[config.mk]
export PLATFORM = sky130hd
export DESIGN_NAME = decode_stage_flat
export DESIGN_NICKNAME = d
export VERILOG_FILES = /design/src/hdl/isa_pkg.sv /design/src/hdl/pipe_pkg.sv /design/src/hdl/fwd_if.sv /design/src/hdl/decode_stage.sv /design/src/flat_wrapper.sv
export VERILOG_INCLUDE_DIRS = /design/src /design/src/hdl
export SDC_FILE = /design/constraint.sdc
export NUM_CORES = 1
export LEC_CHECK = 0
export BUFFER_PORTS_ARGS = -buffer_cell sky130_fd_sc_hd__buf_4
export CAP_MARGIN = 20
export CELL_PAD_IN_SITES_DETAIL_PLACEMENT = 2
export CELL_PAD_IN_SITES_GLOBAL_PLACEMENT = 2
export CORE_MARGIN = 1
export CORE_UTILIZATION = 40
export DETAILED_ROUTE_END_ITERATION = 16
export PLACE_DENSITY_LB_ADDON = 0.1
export SLEW_MARGIN = 20
export SYNTH_ARGS = -nofsm -noshare
export SYNTH_HDL_FRONTEND = slang
export SYNTH_SLANG_ARGS = --single-unit
[constraint.sdc]
create_clock -name clk -period 2.54 [get_ports clk]
set_input_delay 0.254 -clock clk [delete_from_list [all_inputs] [get_ports clk]]
set_output_delay 0.254 -clock clk [all_outputs]
set_load 0.05 [all_outputs]
[src/hdl/cpu_params.svh]
`ifndef CPU_PARAMS_SVH
`define CPU_PARAMS_SVH

// Datapath widths
`define CPU_WORD    16   // Data and instruction word
`define CPU_REGS    16   // Register file entries
`define CPU_RIDX    4    // Register index bits

// Memory depths, in words
`define IMEM_WORDS  256
`define DMEM_WORDS  256

// Opcode field spans 16 codes
`define CPU_OPCODES 16

// Immediate field widths
`define LLB_IMM_W   8    // LLB byte immediate
`define MEM_OFF_W   4    // LW/SW signed word offset

`endif

[src/hdl/isa_pkg.sv]
`default_nettype none
`include "cpu_params.svh"

package isa_pkg;

  typedef logic [`CPU_WORD-1:0] wordT;    // Data word
  typedef logic [`CPU_RIDX-1:0] regIdxT;  // Register index

  // Opcode field [15:12]; codes not listed decode as no-ops
  typedef enum logic [$clog2(`CPU_OPCODES)-1:0] {
    OP_ADD = 4'd0,
    OP_SUB = 4'd1,
    OP_XOR = 4'd2,
    OP_AND = 4'd3,
    OP_LW  = 4'd8,
    OP_SW  = 4'd9,
    OP_LLB = 4'd10,
    OP_HLT = 4'd15
  } opcodeT;

  // Register format
  typedef struct packed {
    opcodeT op;
    regIdxT rd;   // Destination, or store source for SW
    regIdxT rs;
    regIdxT rt;
  } instrT;

  // LLB view of the same word
  typedef struct packed {
    opcodeT                 op;
    regIdxT                 rd;
    logic [`LLB_IMM_W-1:0]  imm;
  } llbT;

  // LW/SW view
  typedef struct packed {
    opcodeT                 op;
    regIdxT                 rd;
    regIdxT                 base;
    logic [`MEM_OFF_W-1:0]  offset;  // Signed, in words
  } memInstrT;

endpackage

`default_nettype wire

[src/hdl/pipe_pkg.sv]
`default_nettype none

package pipe_pkg;
  import isa_pkg::*;

  // Control bundle, all zero for a bubble
  typedef struct packed {
    opcodeT aluOp;
    logic   useImm;     // Second ALU operand is imm
    logic   memRead;    // LW
    logic   memWrite;   // SW
    logic   regWrite;   // Already cleared for rd 0
    logic   memToReg;   // Writeback takes load data
    logic   isHalt;
  } ctrlT;

  ////////////////////////////////////////
  // Stage payloads
  ////////////////////////////////////////

  typedef struct packed {
    wordT pc;
    wordT instr;
  } ifIdT;

  typedef struct packed {
    ctrlT   ctrl;
    regIdxT rsIdx;    // 0 when rs unused
    regIdxT rtIdx;    // Holds the rd field for SW
    regIdxT rdIdx;
    wordT   rsData;
    wordT   rtData;
    wordT   imm;      // Sign extended
  } idExT;

  typedef struct packed {
    ctrlT   ctrl;
    regIdxT rdIdx;
    wordT   aluRes;     // Result or memory address
    wordT   storeData;
  } exMemT;

  typedef struct packed {
    ctrlT   ctrl;
    regIdxT rdIdx;
    wordT   wbData;
  } memWbT;

endpackage

`default_nettype wire

[src/hdl/fwd_if.sv]
`timescale 1ns/1ps
`default_nettype none

interface fwd_if import isa_pkg::*; ();

  // EX/MEM register side
  regIdxT exMemRd;
  logic   exMemWe;
  logic   exMemLoad;   // Load data not ready yet, no bypass
  wordT   exMemData;

  // Writeback side
  regIdxT wbRd;
  logic   wbWe;
  wordT   wbData;

  modport src (output exMemRd, exMemWe, exMemLoad, exMemData, wbRd, wbWe, wbData);

  modport exe (input exMemRd, exMemWe, exMemLoad, exMemData, wbRd, wbWe, wbData);

  // Decode sees the load in flight and writes the register file
  modport dec (input exMemRd, exMemLoad, wbRd, wbWe, wbData);

endinterface

`default_nettype wire

[src/hdl/decode_stage.sv]
`timescale 1ns/1ps
`default_nettype none
`include "cpu_params.svh"

module decode_stage import isa_pkg::*, pipe_pkg::*; (
  input  logic   clk,
  input  logic   rst,
  input  ifIdT   ifId,
  input  idExT   idExPrev,   // Instruction now in EX
  fwd_if.dec     fwd,
  input  regIdxT dbgReg,
  output wordT   dbgData,
  output logic   stall,
  output logic   haltSeen,
  output idExT   idEx
);

  instrT    ins;
  llbT      llb;
  memInstrT mem;
  ctrlT     ctrl;
  logic     wantWrite;
  logic     usesRs;
  logic     usesRt;
  logic     isStore;
  regIdxT   rsSel;
  regIdxT   rtSel;
  wordT     imm;
  wordT     rsVal;
  wordT     rtVal;
  logic     haltHeld;
  logic     loadInEx;

  wordT regFile [`CPU_REGS];

  // Three views of one instruction word
  assign ins = instrT'(ifId.instr);
  assign llb = llbT'(ifId.instr);
  assign mem = memInstrT'(ifId.instr);

  ////////////////////////////////////////
  // Control decode
  ////////////////////////////////////////

  always_comb begin
    ctrl      = '0;
    wantWrite = 1'b0;
    usesRs    = 1'b0;
    usesRt    = 1'b0;
    isStore   = 1'b0;
    imm       = '0;
    case (ins.op)
      OP_ADD, OP_SUB, OP_XOR, OP_AND: begin
        ctrl.aluOp = ins.op;
        wantWrite  = 1'b1;
        usesRs     = 1'b1;
        usesRt     = 1'b1;
      end
      OP_LLB: begin
        ctrl.aluOp  = OP_LLB;
        ctrl.useImm = 1'b1;
        wantWrite   = 1'b1;
        imm = {{(`CPU_WORD-`LLB_IMM_W){llb.imm[`LLB_IMM_W-1]}}, llb.imm};
      end
      OP_LW: begin
        ctrl.aluOp    = OP_LW;
        ctrl.useImm   = 1'b1;
        ctrl.memRead  = 1'b1;
        ctrl.memToReg = 1'b1;
        wantWrite     = 1'b1;
        usesRs        = 1'b1;   // Base register
        imm = {{(`CPU_WORD-`MEM_OFF_W){mem.offset[`MEM_OFF_W-1]}}, mem.offset};
      end
      OP_SW: begin
        ctrl.aluOp    = OP_SW;
        ctrl.useImm   = 1'b1;
        ctrl.memWrite = 1'b1;
        usesRs        = 1'b1;
        isStore       = 1'b1;   // rd field is the data source
        imm = {{(`CPU_WORD-`MEM_OFF_W){mem.offset[`MEM_OFF_W-1]}}, mem.offset};
      end
      OP_HLT: begin
        ctrl.aluOp  = OP_HLT;
        ctrl.isHalt = 1'b1;
      end
      default: ;                // Other codes act as no-ops
    endcase
    ctrl.regWrite = wantWrite && (ins.rd != '0);   // r0 stays zero
  end

  // Unused operands collapse to index 0, which never matches
  assign rsSel = usesRs ? ins.rs : '0;
  assign rtSel = isStore ? ins.rd : (usesRt ? ins.rt : '0);

  ////////////////////////////////////////
  // Register file
  ////////////////////////////////////////

  // Same-cycle writeback shows through on reads
  function automatic wordT readReg(regIdxT idx);
    if (idx == '0) begin
      return '0;
    end
    if (fwd.wbWe && (fwd.wbRd == idx)) begin
      return fwd.wbData;
    end
    return regFile[idx];
  endfunction

  always_ff @(posedge clk) begin
    if (!rst && fwd.wbWe && (fwd.wbRd != '0)) begin
      regFile[fwd.wbRd] <= fwd.wbData;
    end
  end

  always_comb begin
    rsVal   = readReg(rsSel);
    rtVal   = readReg(rtSel);
    dbgData = readReg(dbgReg);   // Debug port
  end

  // Load in EX feeding this instruction costs one bubble
  assign loadInEx = idExPrev.ctrl.memRead && (idExPrev.rdIdx != '0);
  assign stall    = loadInEx && ((idExPrev.rdIdx == rsSel) || (idExPrev.rdIdx == rtSel));

  // Sticky once HLT has passed decode
  always_ff @(posedge clk) begin
    if (rst) begin
      haltHeld <= 1'b0;
    end else if (ins.op == OP_HLT) begin
      haltHeld <= 1'b1;
    end
  end
  assign haltSeen = haltHeld || (ins.op == OP_HLT);

  always_comb begin
    idEx.ctrl   = ctrl;
    idEx.rsIdx  = rsSel;
    idEx.rtIdx  = rtSel;
    idEx.rdIdx  = ins.rd;
    idEx.rsData = rsVal;
    idEx.rtData = rtVal;
    idEx.imm    = imm;
  end

endmodule

`default_nettype wire

[src/flat_wrapper.sv]
// flat-port wrapper written by rule: the top's interface ports become plain ports
module decode_stage_flat import isa_pkg::*, pipe_pkg::*;
  (clk, rst, ifId, idExPrev, dbgReg, dbgData, stall, haltSeen, idEx, fwd_exMemRd, fwd_exMemLoad, fwd_wbRd, fwd_wbWe, fwd_wbData);
  fwd_if fwd_i ();
  input  logic clk;
  input  logic rst;
  input  ifIdT ifId;
  input  idExT idExPrev;
  input  regIdxT dbgReg;
  output wordT dbgData;
  output logic stall;
  output logic haltSeen;
  output idExT idEx;
  input wire logic [$bits(fwd_i.exMemRd)-1:0] fwd_exMemRd;
  input wire logic [$bits(fwd_i.exMemLoad)-1:0] fwd_exMemLoad;
  input wire logic [$bits(fwd_i.wbRd)-1:0] fwd_wbRd;
  input wire logic [$bits(fwd_i.wbWe)-1:0] fwd_wbWe;
  input wire logic [$bits(fwd_i.wbData)-1:0] fwd_wbData;
  assign fwd_i.exMemRd = fwd_exMemRd;
  assign fwd_i.exMemLoad = fwd_exMemLoad;
  assign fwd_i.wbRd = fwd_wbRd;
  assign fwd_i.wbWe = fwd_wbWe;
  assign fwd_i.wbData = fwd_wbData;
  decode_stage u_core (.clk(clk), .rst(rst), .ifId(ifId), .idExPrev(idExPrev), .fwd(fwd_i), .dbgReg(dbgReg), .dbgData(dbgData), .stall(stall), .haltSeen(haltSeen), .idEx(idEx));
endmodule
Word-level counts from Yosys, hierarchy flattened
Memory sizes are Yosys's and may differ from the RTL's.
Index checks and enable logic that the tools add are counted.
- register bits after elaboration: 1
- latch bits: 0
- bits in writable memories: 256
- memory bits (read-only): 0
- input bits: 134
- output and inout bits: 88
- word-level logic and storage cells: 72
- memories: 1
- memories (name ; depth ; bits a word ; read ports ; clocked after memory_dff ; write ports ; line ; source):
    u_core.regFile ; 16 ; 16 ; 3 ; 0 ; 1 ; decode_stage.sv:34 ; wordT regFile [`CPU_REGS];
- add/sub/neg operators: 0
- multiply operators: 0
- div/mod/pow operators: 0
- order comparisons: 0
- eq/ne operators: 12
- shift-type cells: 0
- muxes and demuxes: 35
- bitwise logic cells: 0
- reduce and logical (&&, ||, !) cells: 23
- operators with widths (kind ; number):
    $mux 16 ; 12
    $pmux 16 s2 ; 1
    $eq 4x4->1 ; 5
    $pmux 4 s5 ; 1
    $mux 1 ; 18
    $eq 4x4->1 const B ; 4
    $logic_not 4->1 ; 4
    $mux 4 ; 3
    $reduce_bool 4->1 ; 3
    $reduce_or 6->1 ; 2
    $eq 4x2->1 const B ; 2
    $logic_and 1x1->1 ; 8
    $eq 4x1->1 const B ; 1
    $reduce_or 4->1 ; 1
    $reduce_or 3->1 ; 1
    $logic_or 1x1->1 ; 2
    $reduce_or 2->1 ; 1
    $logic_not 1->1 ; 1

Longest topological paths before layout
- word-level depth: 11
- mapped depth: 10

Least setup slack after synthesis
Ideal clock, no wire load.
- path type: input port to output port
- start: input port ifId[15] in the netlist's numbering
- end: output port idEx[16] in the netlist's numbering
- data arrival time: 2.961 ns
- slack: -0.675 ns
- stages on the path: 8
- buffers on the path: 2
- cell sequence: buf_4 > buf_6 > nand4b_1 > a21oi_1 > nor2_4 > nand3_4 > o21ai_0 > a31oi_1
- RTL lines (element ; line ; source):
    start, declared ; flat_wrapper.sv:7 ; input ifIdT ifId;
    end, declared ; flat_wrapper.sv:13 ; output idExT idEx;

==> impl_summary.txt <==
----------------------------------------------------
[Global route]
  Number of antenna violations at the first check in global routing ... 6
  GRT Residual Overflow ... 0
  Global-route wire length before repair ... 127 mm
  Overall track demand over capacity in global routing ... 46.1%
  Maximum number of pins on one net before global-route repair ... 36
  Vias in the first global route ... 16,700

[CTS]
  Depth of the CTS H-tree ... 2
  Clock slew at the register clock pins of the worst setup and hold paths ... 60 ps
  Root buf cell ... clkbuf_16
  CTS buffer count ... 34
  Later-pin clock latency in the skew report ... 560 ps
  Maximum count of clock buffers along a single path ... 3
  TritonCTS clock tree ... done
  Clock sink total ... 257

[STA]
  Relative slew slack ... 61.9%
  Post-layout min period ... 3130 ps
  Setup repair after global routing missed its margin ... yes
  Endpoints failing setup ... 49
  Number of failing hold endpoints at the final stage ... 0
  Final worst path period share ... 123%
  Worst-Margin Slew ... 572 ps
  Fin worst setup slack ... -593 ps
  Max Clock Freq ... 0.319 GHz
  Hold Worst Slack ... 56.3 ps
  Number of pins with negative max-slew slack in the final report ... 0
  Final clock skew ... 0 ps

[Setup path]
  Most frequent cell on the critical path ... mux4_2
  Highest net fanout along the worst path ... 3
  Kind of cell adding the most delay to the critical path ... multiplexers
  Buffers & Inverters on Critical Path ... 2
  Crit start category ... flop
  Endpoint arrival time on the critical path ... 2880 ps
  Critical-path cell list ... mux4_2, mux4_2, mux2i_1, buf_4, nor2_1, buf_6
  Master of the slowest instance on the critical path ... mux4_2
  Category of the critical setup timing path ... flop to output port
  Required arrival time at the worst endpoint ... 2290 ps
  Stage delay of the slowest cell on the critical path ... 550 ps
  Sort of element at the end of the critical path ... output port

[Power and ir drop]
  Net Sw Power ... 0.00448 W
  Pleak ... 8.28 nW
  Areal power density over the cells ... 584 mW/mm^2
  Switch share ... 33.5%
  Overall power ... 0.0134 W
  Sequential power share ... 35.9%
  Clock network fraction of design power ... 38.5%
  Maximum ir drop on the vdd rail ... 869 uV
  Internal ... 0.00892 W
  Share of power burned in combinational logic ... 25.5%

[Route]
  First-pass detailed-route iteration total ... 6
  Number of nets still failing antenna checks after routing ... 0
  Wirelength per Cell ... 49.1 um
  Aggregate routed wire length ... 106 mm
  Vias ... 16,900
  Initial DRC count ... 2,630
  Routed vias/inst ... 7.79
  DRC violation count after routing ... 0

[Logic synthesis]
  Area of the mapped netlist ... 0.0156 mm^2
  Share of flip-flops with an asynchronous set or reset after synthesis ... 0%
  Seq/Total Area, Yosys ... 49.4%
  Ys Warns ... 0
  Register bit count reported by yosys ... 257
  Number of synthesized flops with an enable pin ... 256
  Primary flip-flop cell chosen by synthesis mapping ... edfxtp_1
  Post-Synthesis Cells ... 1,224
  Mean instance size in the synthesized netlist ... 12.7 um^2
  Number of distinct library cells after synthesis ... 71

[Status]
  Status ... complete, but fails checks
  Failing checks ... negative setup slack

[Cells and area]
  Post-layout instance area ... 0.0229 mm^2
  Layout area overhead ... 47.1%
  Fillers ... 3,387
  Number of nets at the end of the flow ... 1,761
  Fraction of final layout cells sized beyond drive strength 1 ... 54.4%
  Non-filler instance count after layout ... 2,168

[Floorplan]
  Height of the chip ... 199 um
  Floorplan Core Area ... 0.0380 mm^2
  Die Outline Area ... 0.0398 mm^2
  Top-level port count ... 222
  Die W ... 199 um
  Initial core utilization ... 41.0%
  Total number of placement rows ... 71

[Min path]
  Hold/Removal Path Class ... input pin to flop

[Placement]
  Count of buffers inserted at the top-level ports ... 135
  Minimum setup slack after placement ... -273 ps
  Cell area reported after detailed placement ... 0.0189 mm^2
  Number of placed cells counting well taps ... 1,962
  Post-DP HPWL ... 48.2 mm
  Gp weighted congestion ... 0.877

[Job]
  Maximum capacitance violations ... 0

----------------------------------------------------
-- cells in the final DEF (no fill, tap or decap), types with 15 or more instances in the layout --
master     netlist  layout
a221oi_2         0      21
mux4_2         117     117
buf_4           20     303
a21oi_1         60      34
conb_1           1      16
nor2_1          68      50
a21oi_2          0      22
a32o_2           0      16
buf_6            5      89
buf_12           0      51
nor3_1          51      32
mux2i_1         27      16
mux2_2          30      30
nand3_1         37      24
a221oi_1        63      40
a211oi_2         0      15
edfxtp_1       256     256
nand2_1        128     113
clkbuf_16        0      41
buf_8            0      17
-- synthesized netlist by cell type, drive strengths merged (5+ instances only) --
| master | count | area [um^2] |
|---|---|---|
| nand3 | 38 | 203 |
| buf | 72 | 433 |
| nor3 | 52 | 265 |
| xor2 | 5 | 43.8 |
| edfxtp | 256 | 7690 |
| mux4 | 117 | 2640 |
| a31oi | 12 | 75.1 |
| a22oi | 9 | 67.6 |
| a32oi | 6 | 52.6 |
| nor4 | 16 | 100 |
| nor2b | 12 | 75.1 |
| clkbuf | 51 | 191 |
| nand2b | 11 | 68.8 |
| o22ai | 18 | 113 |
| or4 | 15 | 113 |
| mux2 | 30 | 338 |
| a211oi | 20 | 150 |
| a21oi | 61 | 317 |
| inv | 8 | 35.0 |
| xnor2 | 10 | 87.6 |
| a221o | 7 | 70.1 |
| nand4 | 6 | 37.5 |
| nand2 | 131 | 499 |
| and2 | 8 | 52.6 |
| a221oi | 63 | 552 |
| o21ai | 13 | 91.3 |
| a32o | 21 | 210 |
| and3 | 5 | 31.3 |
| mux2i | 27 | 270 |
| nor2 | 69 | 267 |
| o211ai | 13 | 97.6 |
-- worst reg2reg max path: stages, from the launching register on --
cell,delay (ps)
dfxtp_1,300
or2_2,320
nor2b_1,150
-- state kept, by name, summed over array words and instances (netlist names) --
| signal | count |
|---|---|
| u_core.regFile | 256 |
| u_core.haltHeld | 1 |
-- path summary, 6_finish.rpt --
path                        startpoint                    end  slack (ps)  cells after the start
setup / recovery  u_core.regFile[4][7]             dbgData[7]        -590                      6
hold / removal          fwd_wbData[10]  u_core.regFile[7][10]          60                      1
setup reg to reg       u_core.haltHeld        u_core.haltHeld        1670                      2
hold reg to reg        u_core.haltHeld        u_core.haltHeld         640                      2
-- layout make-up --
cell class | instances | area [um^2] | area share [%]
clock buffers | 44 | 952 | 4.15
flip-flops and latches | 257 | 7710 | 33.6
diodes | 4 | 10.0 | 0.0436
multi-input cells | 852 | 8520 | 37.1
well taps | 511 | 639 | 2.79
repair inverters | 1 | 8.76 | 0.0382
repair buffers | 473 | 4900 | 21.3
clock inverters | 18 | 146 | 0.638
inverters | 8 | 70.1 | 0.305
-- what timing repair did --
item                                    CTS  global route
gates resized for setup                 207           166
pin swaps                               120            56
hold buffers                              1             0
gates cloned                             11             5
hold endpoints to repair                  1             0
endpoints found under the setup margin   48            48
setup buffers                            71            64
-- metrics by stage --
step	util [%]	setup TNS [ps]
2_1_floorplan	-	-45.9
3_3_place_gp	49.8	-4740
3_5_place_dp	49.8	-5980
4_1_cts	57.3	-6000
5_1_grt	60.3	-15190
6_report	60.4	-15150
-- cells by family (layout without fill, tap and decap cells) --
family                 Yosys count  in the layout  synth area share [%]
AO/OA/AOI/OAI                  268            268                  12.9
XOR/XNOR                        15             15                 0.842
buffers and inverters          131            544                  4.23
flip-flops                     257            257                  49.4
multiplexers                   174            174                  20.8
other                            1             20                0.0240
AND/OR/NAND/NOR                378            379                  11.8
-- per-layer routing --
metal	track usage [%]	wire, um	vias to the layer above	share of wire, %
li1	-	-	5834	-
met1	54.5	34900	8474	33
met2	72.2	45800	1827	43
met3	13.5	14600	759	14
met4	32.2	11000	4	10
met5	0	22	-	0.021
-- power by group through the flow --
stage / registers, W / logic (W) / clock network [W]
2_1_floorplan: 0.00486 / 0.00145 / 0
3_3_place_gp: 0.00487 / 0.00248 / 0
3_5_place_dp: 0.00488 / 0.00254 / 0
4_1_cts: 0.00479 / 0.00289 / 0.00488
5_1_grt: 0.00481 / 0.00342 / 0.00526
6_report: 0.00482 / 0.00342 / 0.00516
(Power assumes the default switching activity.)
