[config.mk]
export PLATFORM = sky130hd
export DESIGN_NAME = execute_stage_flat
export DESIGN_NICKNAME = d
export VERILOG_FILES = /design/src/hdl/isa_pkg.sv /design/src/hdl/pipe_pkg.sv /design/src/hdl/fwd_if.sv /design/src/hdl/execute_stage.sv /design/src/flat_wrapper.sv
export VERILOG_INCLUDE_DIRS = /design/src /design/src/hdl
export SDC_FILE = /design/constraint.sdc
export NUM_CORES = 1
export LEC_CHECK = 0
export BUFFER_PORTS_ARGS = -buffer_cell sky130_fd_sc_hd__buf_2
export CAP_MARGIN = 20
export CORE_UTILIZATION = 46
export DETAILED_ROUTE_END_ITERATION = 6
export MAX_ROUTING_LAYER = met4
export PLACE_DENSITY = 0.92
export SLEW_MARGIN = 20
export SYNTH_ARGS = -nofsm -noshare
export SYNTH_HDL_FRONTEND = slang
export SYNTH_SLANG_ARGS = --single-unit
[constraint.sdc]
create_clock -name vclk -period 7.85
set_input_delay 1.1775 -clock vclk [all_inputs]
set_output_delay 1.1775 -clock vclk [all_outputs]
set_load 0.02 [all_outputs]
[src/hdl/cpu_params.svh]
`ifndef CPU_PARAMS_SVH
`define CPU_PARAMS_SVH

// Datapath widths
`define CPU_WORD    16   // Data and instruction word
`define CPU_REGS    16   // Register file entries
`define CPU_RIDX    4    // Register index bits

// Memory depths, in words
`define IMEM_WORDS  256
`define DMEM_WORDS  256

// Opcode field spans 16 codes
`define CPU_OPCODES 16

// Immediate field widths
`define LLB_IMM_W   8    // LLB byte immediate
`define MEM_OFF_W   4    // LW/SW signed word offset

`endif

[src/hdl/isa_pkg.sv]
`default_nettype none
`include "cpu_params.svh"

package isa_pkg;

  typedef logic [`CPU_WORD-1:0] wordT;    // Data word
  typedef logic [`CPU_RIDX-1:0] regIdxT;  // Register index

  // Opcode field [15:12]; codes not listed decode as no-ops
  typedef enum logic [$clog2(`CPU_OPCODES)-1:0] {
    OP_ADD = 4'd0,
    OP_SUB = 4'd1,
    OP_XOR = 4'd2,
    OP_AND = 4'd3,
    OP_LW  = 4'd8,
    OP_SW  = 4'd9,
    OP_LLB = 4'd10,
    OP_HLT = 4'd15
  } opcodeT;

  // Register format
  typedef struct packed {
    opcodeT op;
    regIdxT rd;   // Destination, or store source for SW
    regIdxT rs;
    regIdxT rt;
  } instrT;

  // LLB view of the same word
  typedef struct packed {
    opcodeT                 op;
    regIdxT                 rd;
    logic [`LLB_IMM_W-1:0]  imm;
  } llbT;

  // LW/SW view
  typedef struct packed {
    opcodeT                 op;
    regIdxT                 rd;
    regIdxT                 base;
    logic [`MEM_OFF_W-1:0]  offset;  // Signed, in words
  } memInstrT;

endpackage

`default_nettype wire

[src/hdl/pipe_pkg.sv]
`default_nettype none

package pipe_pkg;
  import isa_pkg::*;

  // Control bundle, all zero for a bubble
  typedef struct packed {
    opcodeT aluOp;
    logic   useImm;     // Second ALU operand is imm
    logic   memRead;    // LW
    logic   memWrite;   // SW
    logic   regWrite;   // Already cleared for rd 0
    logic   memToReg;   // Writeback takes load data
    logic   isHalt;
  } ctrlT;

  ////////////////////////////////////////
  // Stage payloads
  ////////////////////////////////////////

  typedef struct packed {
    wordT pc;
    wordT instr;
  } ifIdT;

  typedef struct packed {
    ctrlT   ctrl;
    regIdxT rsIdx;    // 0 when rs unused
    regIdxT rtIdx;    // Holds the rd field for SW
    regIdxT rdIdx;
    wordT   rsData;
    wordT   rtData;
    wordT   imm;      // Sign extended
  } idExT;

  typedef struct packed {
    ctrlT   ctrl;
    regIdxT rdIdx;
    wordT   aluRes;     // Result or memory address
    wordT   storeData;
  } exMemT;

  typedef struct packed {
    ctrlT   ctrl;
    regIdxT rdIdx;
    wordT   wbData;
  } memWbT;

endpackage

`default_nettype wire

[src/hdl/fwd_if.sv]
`timescale 1ns/1ps
`default_nettype none

interface fwd_if import isa_pkg::*; ();

  // EX/MEM register side
  regIdxT exMemRd;
  logic   exMemWe;
  logic   exMemLoad;   // Load data not ready yet, no bypass
  wordT   exMemData;

  // Writeback side
  regIdxT wbRd;
  logic   wbWe;
  wordT   wbData;

  modport src (output exMemRd, exMemWe, exMemLoad, exMemData, wbRd, wbWe, wbData);

  modport exe (input exMemRd, exMemWe, exMemLoad, exMemData, wbRd, wbWe, wbData);

  // Decode sees the load in flight and writes the register file
  modport dec (input exMemRd, exMemLoad, wbRd, wbWe, wbData);

endinterface

`default_nettype wire

[src/hdl/execute_stage.sv]
`timescale 1ns/1ps
`default_nettype none

module execute_stage import isa_pkg::*, pipe_pkg::*; (
  input  idExT  idEx,
  fwd_if.exe    fwd,
  output exMemT exMem
);

  wordT opA;      // Bypassed rs
  wordT opB;      // Bypassed rt or store source
  wordT opBImm;   // Second ALU input
  wordT aluRes;

  // Newest producer first, EX/MEM then writeback
  function automatic wordT bypass(regIdxT idx, wordT regVal);
    if (idx == '0) begin
      return regVal;
    end
    if (fwd.exMemWe && !fwd.exMemLoad && (fwd.exMemRd == idx)) begin
      return fwd.exMemData;
    end
    if (fwd.wbWe && (fwd.wbRd == idx)) begin
      return fwd.wbData;
    end
    return regVal;
  endfunction

  ////////////////////////////////////////
  // Operand select and ALU
  ////////////////////////////////////////

  always_comb begin
    opA    = bypass(idEx.rsIdx, idEx.rsData);
    opB    = bypass(idEx.rtIdx, idEx.rtData);
    opBImm = idEx.ctrl.useImm ? idEx.imm : opB;
    case (idEx.ctrl.aluOp)
      OP_ADD, OP_LW, OP_SW: aluRes = opA + opBImm;   // Address gen shares the adder
      OP_SUB:               aluRes = opA - opBImm;
      OP_XOR:               aluRes = opA ^ opBImm;
      OP_AND:               aluRes = opA & opBImm;
      OP_LLB:               aluRes = idEx.imm;        // Pass immediate
      default:              aluRes = '0;
    endcase
  end

  always_comb begin
    exMem.ctrl      = idEx.ctrl;
    exMem.rdIdx     = idEx.rdIdx;
    exMem.aluRes    = aluRes;
    exMem.storeData = opB;   // Store source after bypass
  end

endmodule

`default_nettype wire

[src/flat_wrapper.sv]
// flat-port wrapper written by rule: the top's interface ports become plain ports
module execute_stage_flat import isa_pkg::*, pipe_pkg::*;
  (idEx, exMem, fwd_exMemRd, fwd_exMemWe, fwd_exMemLoad, fwd_exMemData, fwd_wbRd, fwd_wbWe, fwd_wbData);
  fwd_if fwd_i ();
  input  idExT idEx;
  output exMemT exMem;
  input wire logic [$bits(fwd_i.exMemRd)-1:0] fwd_exMemRd;
  input wire logic [$bits(fwd_i.exMemWe)-1:0] fwd_exMemWe;
  input wire logic [$bits(fwd_i.exMemLoad)-1:0] fwd_exMemLoad;
  input wire logic [$bits(fwd_i.exMemData)-1:0] fwd_exMemData;
  input wire logic [$bits(fwd_i.wbRd)-1:0] fwd_wbRd;
  input wire logic [$bits(fwd_i.wbWe)-1:0] fwd_wbWe;
  input wire logic [$bits(fwd_i.wbData)-1:0] fwd_wbData;
  assign fwd_i.exMemRd = fwd_exMemRd;
  assign fwd_i.exMemWe = fwd_exMemWe;
  assign fwd_i.exMemLoad = fwd_exMemLoad;
  assign fwd_i.exMemData = fwd_exMemData;
  assign fwd_i.wbRd = fwd_wbRd;
  assign fwd_i.wbWe = fwd_wbWe;
  assign fwd_i.wbData = fwd_wbData;
  execute_stage u_core (.idEx(idEx), .fwd(fwd_i), .exMem(exMem));
endmodule
Yosys cells after proc, flatten, opt, wreduce, memory -nomap -nowiden

Index checks and enable logic that the tools add are counted.

Add/sub/neg operators: 2
Equality and inequality tests: 10
Multiplexer cells: 26
Bitwise logic cells: 2
Reductions and logical operators: 10

Operators by type and width:

| operator                                             | count |
|---|---|
| 2-to-1 mux 16 bit                                    | 13 |
| one-hot mux 16 bit (5 select lines)                  | 1 |
| adder 16 bit                                         | 1 |
| AND 16 bit                                           | 1 |
| equality test 4 bit                                  | 4 |
| subtractor 16 bit                                    | 1 |
| XOR 16 bit                                           | 1 |
| equality test 4 bit (second input constant)          | 3 |
| logical NOT 4 bit                                    | 3 |
| 2-to-1 mux 1 bit                                     | 12 |
| equality test 4 x 2 -> 1 bit (second input constant) | 2 |
| logical AND 1 bit                                    | 5 |
| equality test 4 x 1 -> 1 bit (second input constant) | 1 |
| OR reduction 3 bit                                   | 1 |
| logical NOT 1 bit                                    | 1 |

Flip-flop bits (word level): 0
Output and inout bits: 46
Logic and storage cells: 50

Logic depth before layout (Yosys ltp)

Gate-level depths: netlist of run 1.

Word-level depth: 13
Mapped depth: 24
Depth with buffers taken out: 22

Worst setup path before layout of run 1

No wires, ideal clock.

Path kind: input to output
Start point: input port fwd_exMemLoad
End point: output port exMem[31] in the netlist's numbering
Data arrival time: 5.852 ns
Path slack: 0.820 ns
Stages: 23
Buffers on the path: 2
Cell sequence: nand2b_1 a2111oi_2 buf_2 nand3_4 buf_2 a221o_1 o21ai_0 ha_1 nor2_1 a21oi_1 inv_1 ha_1 nor2b_1 o21a_1 o21ai_0 a211oi_1 o31a_1 o21ai_0 nand2b_1 a31oi_1 o21ai_0 xnor2_1 o21ai_1

RTL lines:

| what        | line              | source |
|---|---|---|
| from (decl) | flat_wrapper.sv:9 | `input wire logic [$bits(fwd_i.exMemLoad)-1:0] fwd_exMemLoad;` |
| to (decl)   | flat_wrapper.sv:6 | `output exMemT exMem;` |

==> results of run 1 <==
[layer usage]
layer / vias up / global-route usage (%) / part of all wire (%)
met3: 38 / 2.86 / 9.3
met2: 282 / 55.8 / 47
met5: - / - / 0
met4: 0 / 12.8 / 3.3
li1: 1859 / - / -
met1: 1793 / 38.7 / 40
[worst max path at each step]
stage                             start         to  slack (ns)  cells after the start
after floorplan           fwd_exMemLoad  exMem[31]        0.82                     23
after global placement    fwd_exMemLoad  exMem[31]        0.74                     25
after detailed placement  fwd_exMemLoad  exMem[31]        0.52                     25
after CTS                 fwd_exMemLoad  exMem[31]        0.48                     25
after global routing      fwd_exMemLoad  exMem[31]        0.03                     25
final                     fwd_exMemLoad  exMem[31]        0.46                     25
[through the flow]
stage,util (%),hold WS (ns),instances
2_1_floorplan,-,2.47,432
3_3_place_gp,60.0,2.36,620
3_5_place_dp,60.0,2.36,620
4_1_cts,60.0,2.36,620
5_1_grt,60.1,2.36,620
6_report,60.1,2.36,620
[power groups by stage]
stage / Clock [mW] / Combinational, mW / Sequential, mW
global route: 0 / 0.342 / 0
floorplan: 0 / 0.218 / 0
CTS: 0 / 0.306 / 0
finish: 0 / 0.311 / 0
global placement: 0 / 0.295 / 0
detailed placement: 0 / 0.305 / 0
[cells in the final DEF, fill, tap and decap left out, types with 3 or more instances in the layout]
cell type / n
inv_1: 16
buf_2: 141
and4_1: 9
xnor2_1: 24
or3_1: 3
nand2_1: 44
a222oi_1: 15
a32oi_1: 10
mux2i_1: 3
buf_4: 12
ha_1: 32
o21ai_0: 48
nor3_1: 10
nor3b_1: 3
o21ai_1: 7
nor2_1: 23
nand2b_1: 12
nor2b_1: 15
o22ai_1: 3
o21a_1: 3
xor2_1: 10
a21oi_1: 21
a31oi_1: 14
a22oi_1: 17
and4_2: 3
nand3_1: 7
[cell families (layout without fill, tap and decap cells)]
logic type / Yosys count / after routing / synth area share (%)
compound gates: 156 / 156 / 36.5
fa+ha+maj: 33 / 33 / 14.2
buf+inv: 57 / 170 / 9.59
mux: 5 / 5 / 1.77
xor+xnor: 34 / 34 / 10.1
simple gates: 147 / 147 / 27.9
[final cells by class]
class / instances / area [µm²] / share of cell area, %
well taps: 75 / 93.8 / 2.58
multi-input cells: 375 / 2690 / 73.8
inverters: 17 / 63.8 / 1.75
repair buffers: 153 / 796 / 21.8
==> results by group, run 1 <==
Status
  – Status: finished clean

Power
  – Power share of the combinational group: between 90% and 100%
  – PnR Total Power: 0.311 mW
  – Clock share of power: 0%
  – Leakage: approximately 1.7 nW
  – Worst VDD drop: 45.8 µV
  – Internal power: 0.127 mW
  – Sequential Power Share: 0%
  – Pwr Density: 85.5 mW/mm²
  – Switch share: 59.1%
  – Net Switching: 0.184 mW

Layout
  – Nets: 693
  – Fill cells: 581
  – Area delta synth->final: 23.0%
  – Storage element area: 0 µm²
  – Inserted Diodes: 0
  – Layout cell share with drive strength beyond 1: around a third
  – Num sequential: 0
  – Design area: around 0.0036 mm²
  – Clkbuf count: 0

GRT
  – GRT Residual Overflow: 0
  – Initial antenna violation count: 0
  – GRT Util Overall: 32.4%
  – Largest net degree at the start of global routing: 33
  – Global-route wire length before repair: roughly 17000 µm
  – Number of global-route vias before repair: 3693

Worst hold path
  – Min-delay src: idEx[61]
  – Hold endpoint: exMem[37]
  – Worst hold path class: in -> out
  – Hold Crit Depth: 0

STA
  – Tmin final: 7.39 ns
  – Slew of the pin with the lowest slew margin: 0.880 ns
  – Period utilization: between 90% and 100%
  – Achievable frequency: 0.135 GHz
  – Setup TNS: 0 ns
  – Final setup violation count: 0
  – RSZ-0062 raised after global routing: false
  – Hold Violations, Final: 0
  – Slew Limit Headroom: 41.1%
  – Count of pins over their slew limit: 0
  – Setup ws final: between 0.4 and 0.5 ns

Die
  – Width of the die: 82.2 µm
  – # rows: 28
  – Full die area: slightly below 0.007 mm²
  – Starting Density: around half
  – Die height: 82.2 µm
  – Core region area: slightly above 0.006 mm²
  – Ports: 159

Drt
  – Antenna Nets Post-Route: 0
  – Total vias in the final route: around 4000
  – Total iterations of the first detailed-routing run: 6
  – Via density: 6.41
  – Routed wire length per instance: 17.4 µm
  – WL final: 10800 µm
  – First DRT Iteration DRCs: around 460
  – Remaining DRCs: 0

Critical path
  – CP Data Required Time: about 6.7 ns
  – CP peak stage delay: approximately 0.41 ns
  – Worst Path Class, Setup: in -> out
  – Most Frequent Cell on Critical Path: o21ai_0
  – Crit-path leading delay family: compound AO/OA/AOI/OAI gates
  – Slowest-stage cell, CP: a221o_1
  – Arr. time, crit path: between 6 and 7 ns
  – Worst Setup End Kind: primary output
  – Startpoint types: primary input
  – CP Buf/Inv Count: 4
  – Crit path max fanout: 14

CTS
  – Cts repair resizes: 0
  – Post-CTS Setup Inserts: 0
  – CTS Hold Bufs: 0

Flow run
  – MaxCap Viol Count: 0

Place
  – Port Buffers: ~140
  – Post-DP HPWL: 8860 µm
  – Setup WS pre-CTS: 0.522 ns
  – Gpl congestion: 1.03
  – Dpl cell area: roughly 0.0036 mm²

Synth
  – Top post-synthesis cells by count: 48 x o21ai_0, 44 x nand2_1, 32 x ha_1
  – Most numerous cell in the Yosys netlist: o21ai_0
  – Post-synth top area share: 13.5%
  – Syn Inst Count: about 430
  – Synth area leaders: ha_1 14%, o21ai_0 8.1%, xnor2_1 7.1%
  – Seq/Total Area, Yosys: 0%
  – Synth warn: 0
  – Post-synthesis cell type count: 58
  – Area leader, netlist: ha_1
  – Syn_area_per_cell: about 6.9 µm²
  – Syn Nets: 578
  – Mapped Area: 0.00296 mm²
Power figures use the tool's default switching activity.
==> run 2: changes to the inputs <==
--- a/config.mk
+++ b/config.mk
@@ -12,6 +12,7 @@
 export DETAILED_ROUTE_END_ITERATION = 6
 export MAX_ROUTING_LAYER = met4
 export PLACE_DENSITY = 0.92
+export RECOVER_POWER = 25
 export SLEW_MARGIN = 20
 export SYNTH_ARGS = -nofsm -noshare
 export SYNTH_HDL_FRONTEND = slang
==> constraint.sdc (replaced) <==
create_clock -name vclk -period 8.97
set_input_delay 1.3455 -clock vclk [all_inputs]
set_output_delay 1.3455 -clock vclk [all_outputs]
set_load 0.02 [all_outputs]
==> run 2 against run 1 <==
First-iteration DRC count rose by 9.3%. Via count rose by 1.1%. Hold slack improved by 0.34 ns. Global-route usage rose by 1.3 points. Sequential share of layout area did not move. Highest routed layer unchanged. Core utilization fell by 0.21 points. Non-clock buffer count fell by 1. Critical path depth fell by 1. Die area did not move. Count of clock-buffer cells in the layout did not move. Setup slack improved by 0.52 ns. Largest power group unchanged. The run now ends with DRC left. Cell area fell by 0.34%. Largest cell class unchanged.
==> results by group, run 2 (synthesis gave the netlist of run 1 again) <==
STA
  – Setup ws final: 0.982 ns (+0.522 ns)
  – Hold Violations, Final: 0 (unchanged)
  – Count of pins over their slew limit: 0 (unchanged)
  – Achievable frequency: between 0.1 and 0.15 GHz
  – Slew of the pin with the lowest slew margin: 1.10 ns (+0.215 ns)
  – Final setup violation count: 0 (unchanged)
  – RSZ-0062 raised after global routing: false
  – Setup TNS: 0 ns (unchanged)
  – Slew Limit Headroom: 26.7% (-14 points)
  – Period utilization: 89.1%
  – Tmin final: 7.99 ns

Die
  – Starting Density: 48.9% (unchanged)
  – Die height: 82.2 µm (unchanged)
  – # rows: 28 (unchanged)
  – Full die area: 0.00676 mm² (unchanged)
  – Width of the die: 82.2 µm (unchanged)
  – Ports: 159 (unchanged)
  – Core region area: 0.00606 mm² (unchanged)

CTS
  – Cts repair resizes: 0 (unchanged)
  – CTS Hold Bufs: 0 (unchanged)
  – Post-CTS Setup Inserts: 0 (unchanged)

Worst hold path
  – Worst hold path class: in -> out

Critical path
  – Crit path max fanout: 13 (-1)
  – Worst Setup End Kind: primary output
  – Most Frequent Cell on Critical Path: o21ai_0
  – Arr. time, crit path: 6.64 ns (+0.43 ns)
  – Startpoint types: primary input
  – CP peak stage delay: 0.61 ns (+0.20 ns)
  – Worst Path Class, Setup: in -> out
  – Cells along the critical path: buf_2 -> xnor2_1 -> nand3_1 -> or3_1 -> and2_1 -> a221o_1 -> o21ai_0 -> ha_1 -> nor2_1 -> a21oi_1 -> inv_1 -> ha_1 -> nor2b_1 -> o21a_1 -> o21ai_0 -> a211oi_1 -> o31a_1 -> o21ai_0 -> nand2b_1 -> a31oi_1 -> o21ai_0 -> xnor2_1 -> o21ai_1 -> buf_2
  – CP Data Required Time: 7.62 ns (+0.95 ns)
  – Crit-path leading delay family: compound AO/OA/AOI/OAI gates
  – Slowest-stage cell, CP: or3_1
  – CP Buf/Inv Count: 3 (-1)

Layout
  – Clkbuf count: 0 (unchanged)
  – Fin util: 59.9% (-0.21 points)
  – Final cell count without fillers: 619 (-0.16%)
  – Inserted Diodes: 0 (unchanged)
  – Num sequential: 0 (unchanged)
  – Multi-input logic area: 0.00269 mm² (about the same)
  – Storage element area: 0 µm² (unchanged)
  – Commonest non-fill, non-tap cell in the layout: buf_2
  – Layout cell share with drive strength beyond 1: 31.8% (-0.68 points)
  – Fill cells: 564 (-2.9%)
  – Nets: 692 (-0.14%)
  – Most frequent cells in the layout: 139 x buf_2, 48 x o21ai_0, 44 x nand2_1
  – Area delta synth->final: 22.6%

Place
  – Post-DP HPWL: 8910 µm (+0.50%)
  – Gpl congestion: 1.02 (-1.0%)
  – Placed cells: 619 (-0.16%)
  – Port Buffers: 141 (unchanged)
  – Setup WS pre-CTS: 1.08 ns (+0.555 ns)

Power
  – PnR Total Power: 0.273 mW (-12%)
  – Pwr Density: 75.2 mW/mm² (-12%)
  – Leakage: 1.71 nW (-0.53%)
  – Worst VDD drop: 48.0 µV (+4.9%)

Drt
  – Total vias in the final route: 4014 (+1.1%)
  – First DRT Iteration DRCs: 507 (+9.3%)
  – Antenna Nets Post-Route: 0 (unchanged)
  – Via density: 6.48 (+1.2%)
  – Total iterations of the first detailed-routing run: 7 (+1)
  – Routed wire length per instance: 17.5 µm (+0.63%)
  – Remaining DRCs: 1 (+1)
  – WL final: 10800 µm (+0.46%)

Flow run
  – MaxCap Viol Count: 0 (unchanged)

GRT
  – Global-route wire length before repair: 17400 µm (+3.4%)
  – GRT Util Overall: 33.6% (+1.3 points)
  – Largest net degree at the start of global routing: 33 (unchanged)
  – GRT Residual Overflow: 0 (unchanged)
  – Initial antenna violation count: 0 (unchanged)
  – Number of global-route vias before repair: 3829 (+3.7%)

Status
  – Failing checks: DRC
  – Status: finished with violations
[run 2: changes by cell type in the layout (fill, tap and decap cells not counted)]
| cell | previous run | this run |
|---|---|---|
| clkbuf_1 | 0 | 2 |
| buf_4 | 12 | 11 |
| buf_2 | 141 | 139 |
| nor2_1 | 23 | 24 |
| nor2_2 | 2 | 1 |
[run 2: per-layer routing]
layer	share of wire [%]	global-route usage (%)	wire length, µm	up-vias
li1	-	-	-	1865
met1	39	40.0	4220	1833
met3	9.9	2.20	1080	40
met5	0	-	0	-
met4	4.0	14.7	433	0
met2	47	58.1	5110	276
[run 2: where the power goes]
| group | leakage (nW) | switching (mW) | internal [mW] |
|---|---|---|---|
| sequential | 0 | 0 | 0 |
| combinational | 1.71 | 0.162 | 0.111 |
| clock | 0 | 0 | 0 |
| total | 1.71 | 0.162 | 0.111 |
[run 2: path summary, 6_finish.rpt]
kind / from / endpoint / depth (start not counted)
min: idEx[61] / exMem[37] / 0
max: fwd_wbRd[1] / exMem[31] / 24
[run 2: stage by stage]
step	instance area, µm²	hold slack [ns]
6_report	3630	2.69
3_5_place_dp	3630	2.69
5_1_grt	3630	2.69
3_3_place_gp	3630	2.69
4_1_cts	3630	2.69
2_1_floorplan	2960	2.80
[run 2: cell type report]
cell class / count / area share [%]
inverter: 17 / 1.76
timing repair buffer: 152 / 21.6
tap: 75 / 2.59
multi-input combinational: 375 / 74.0
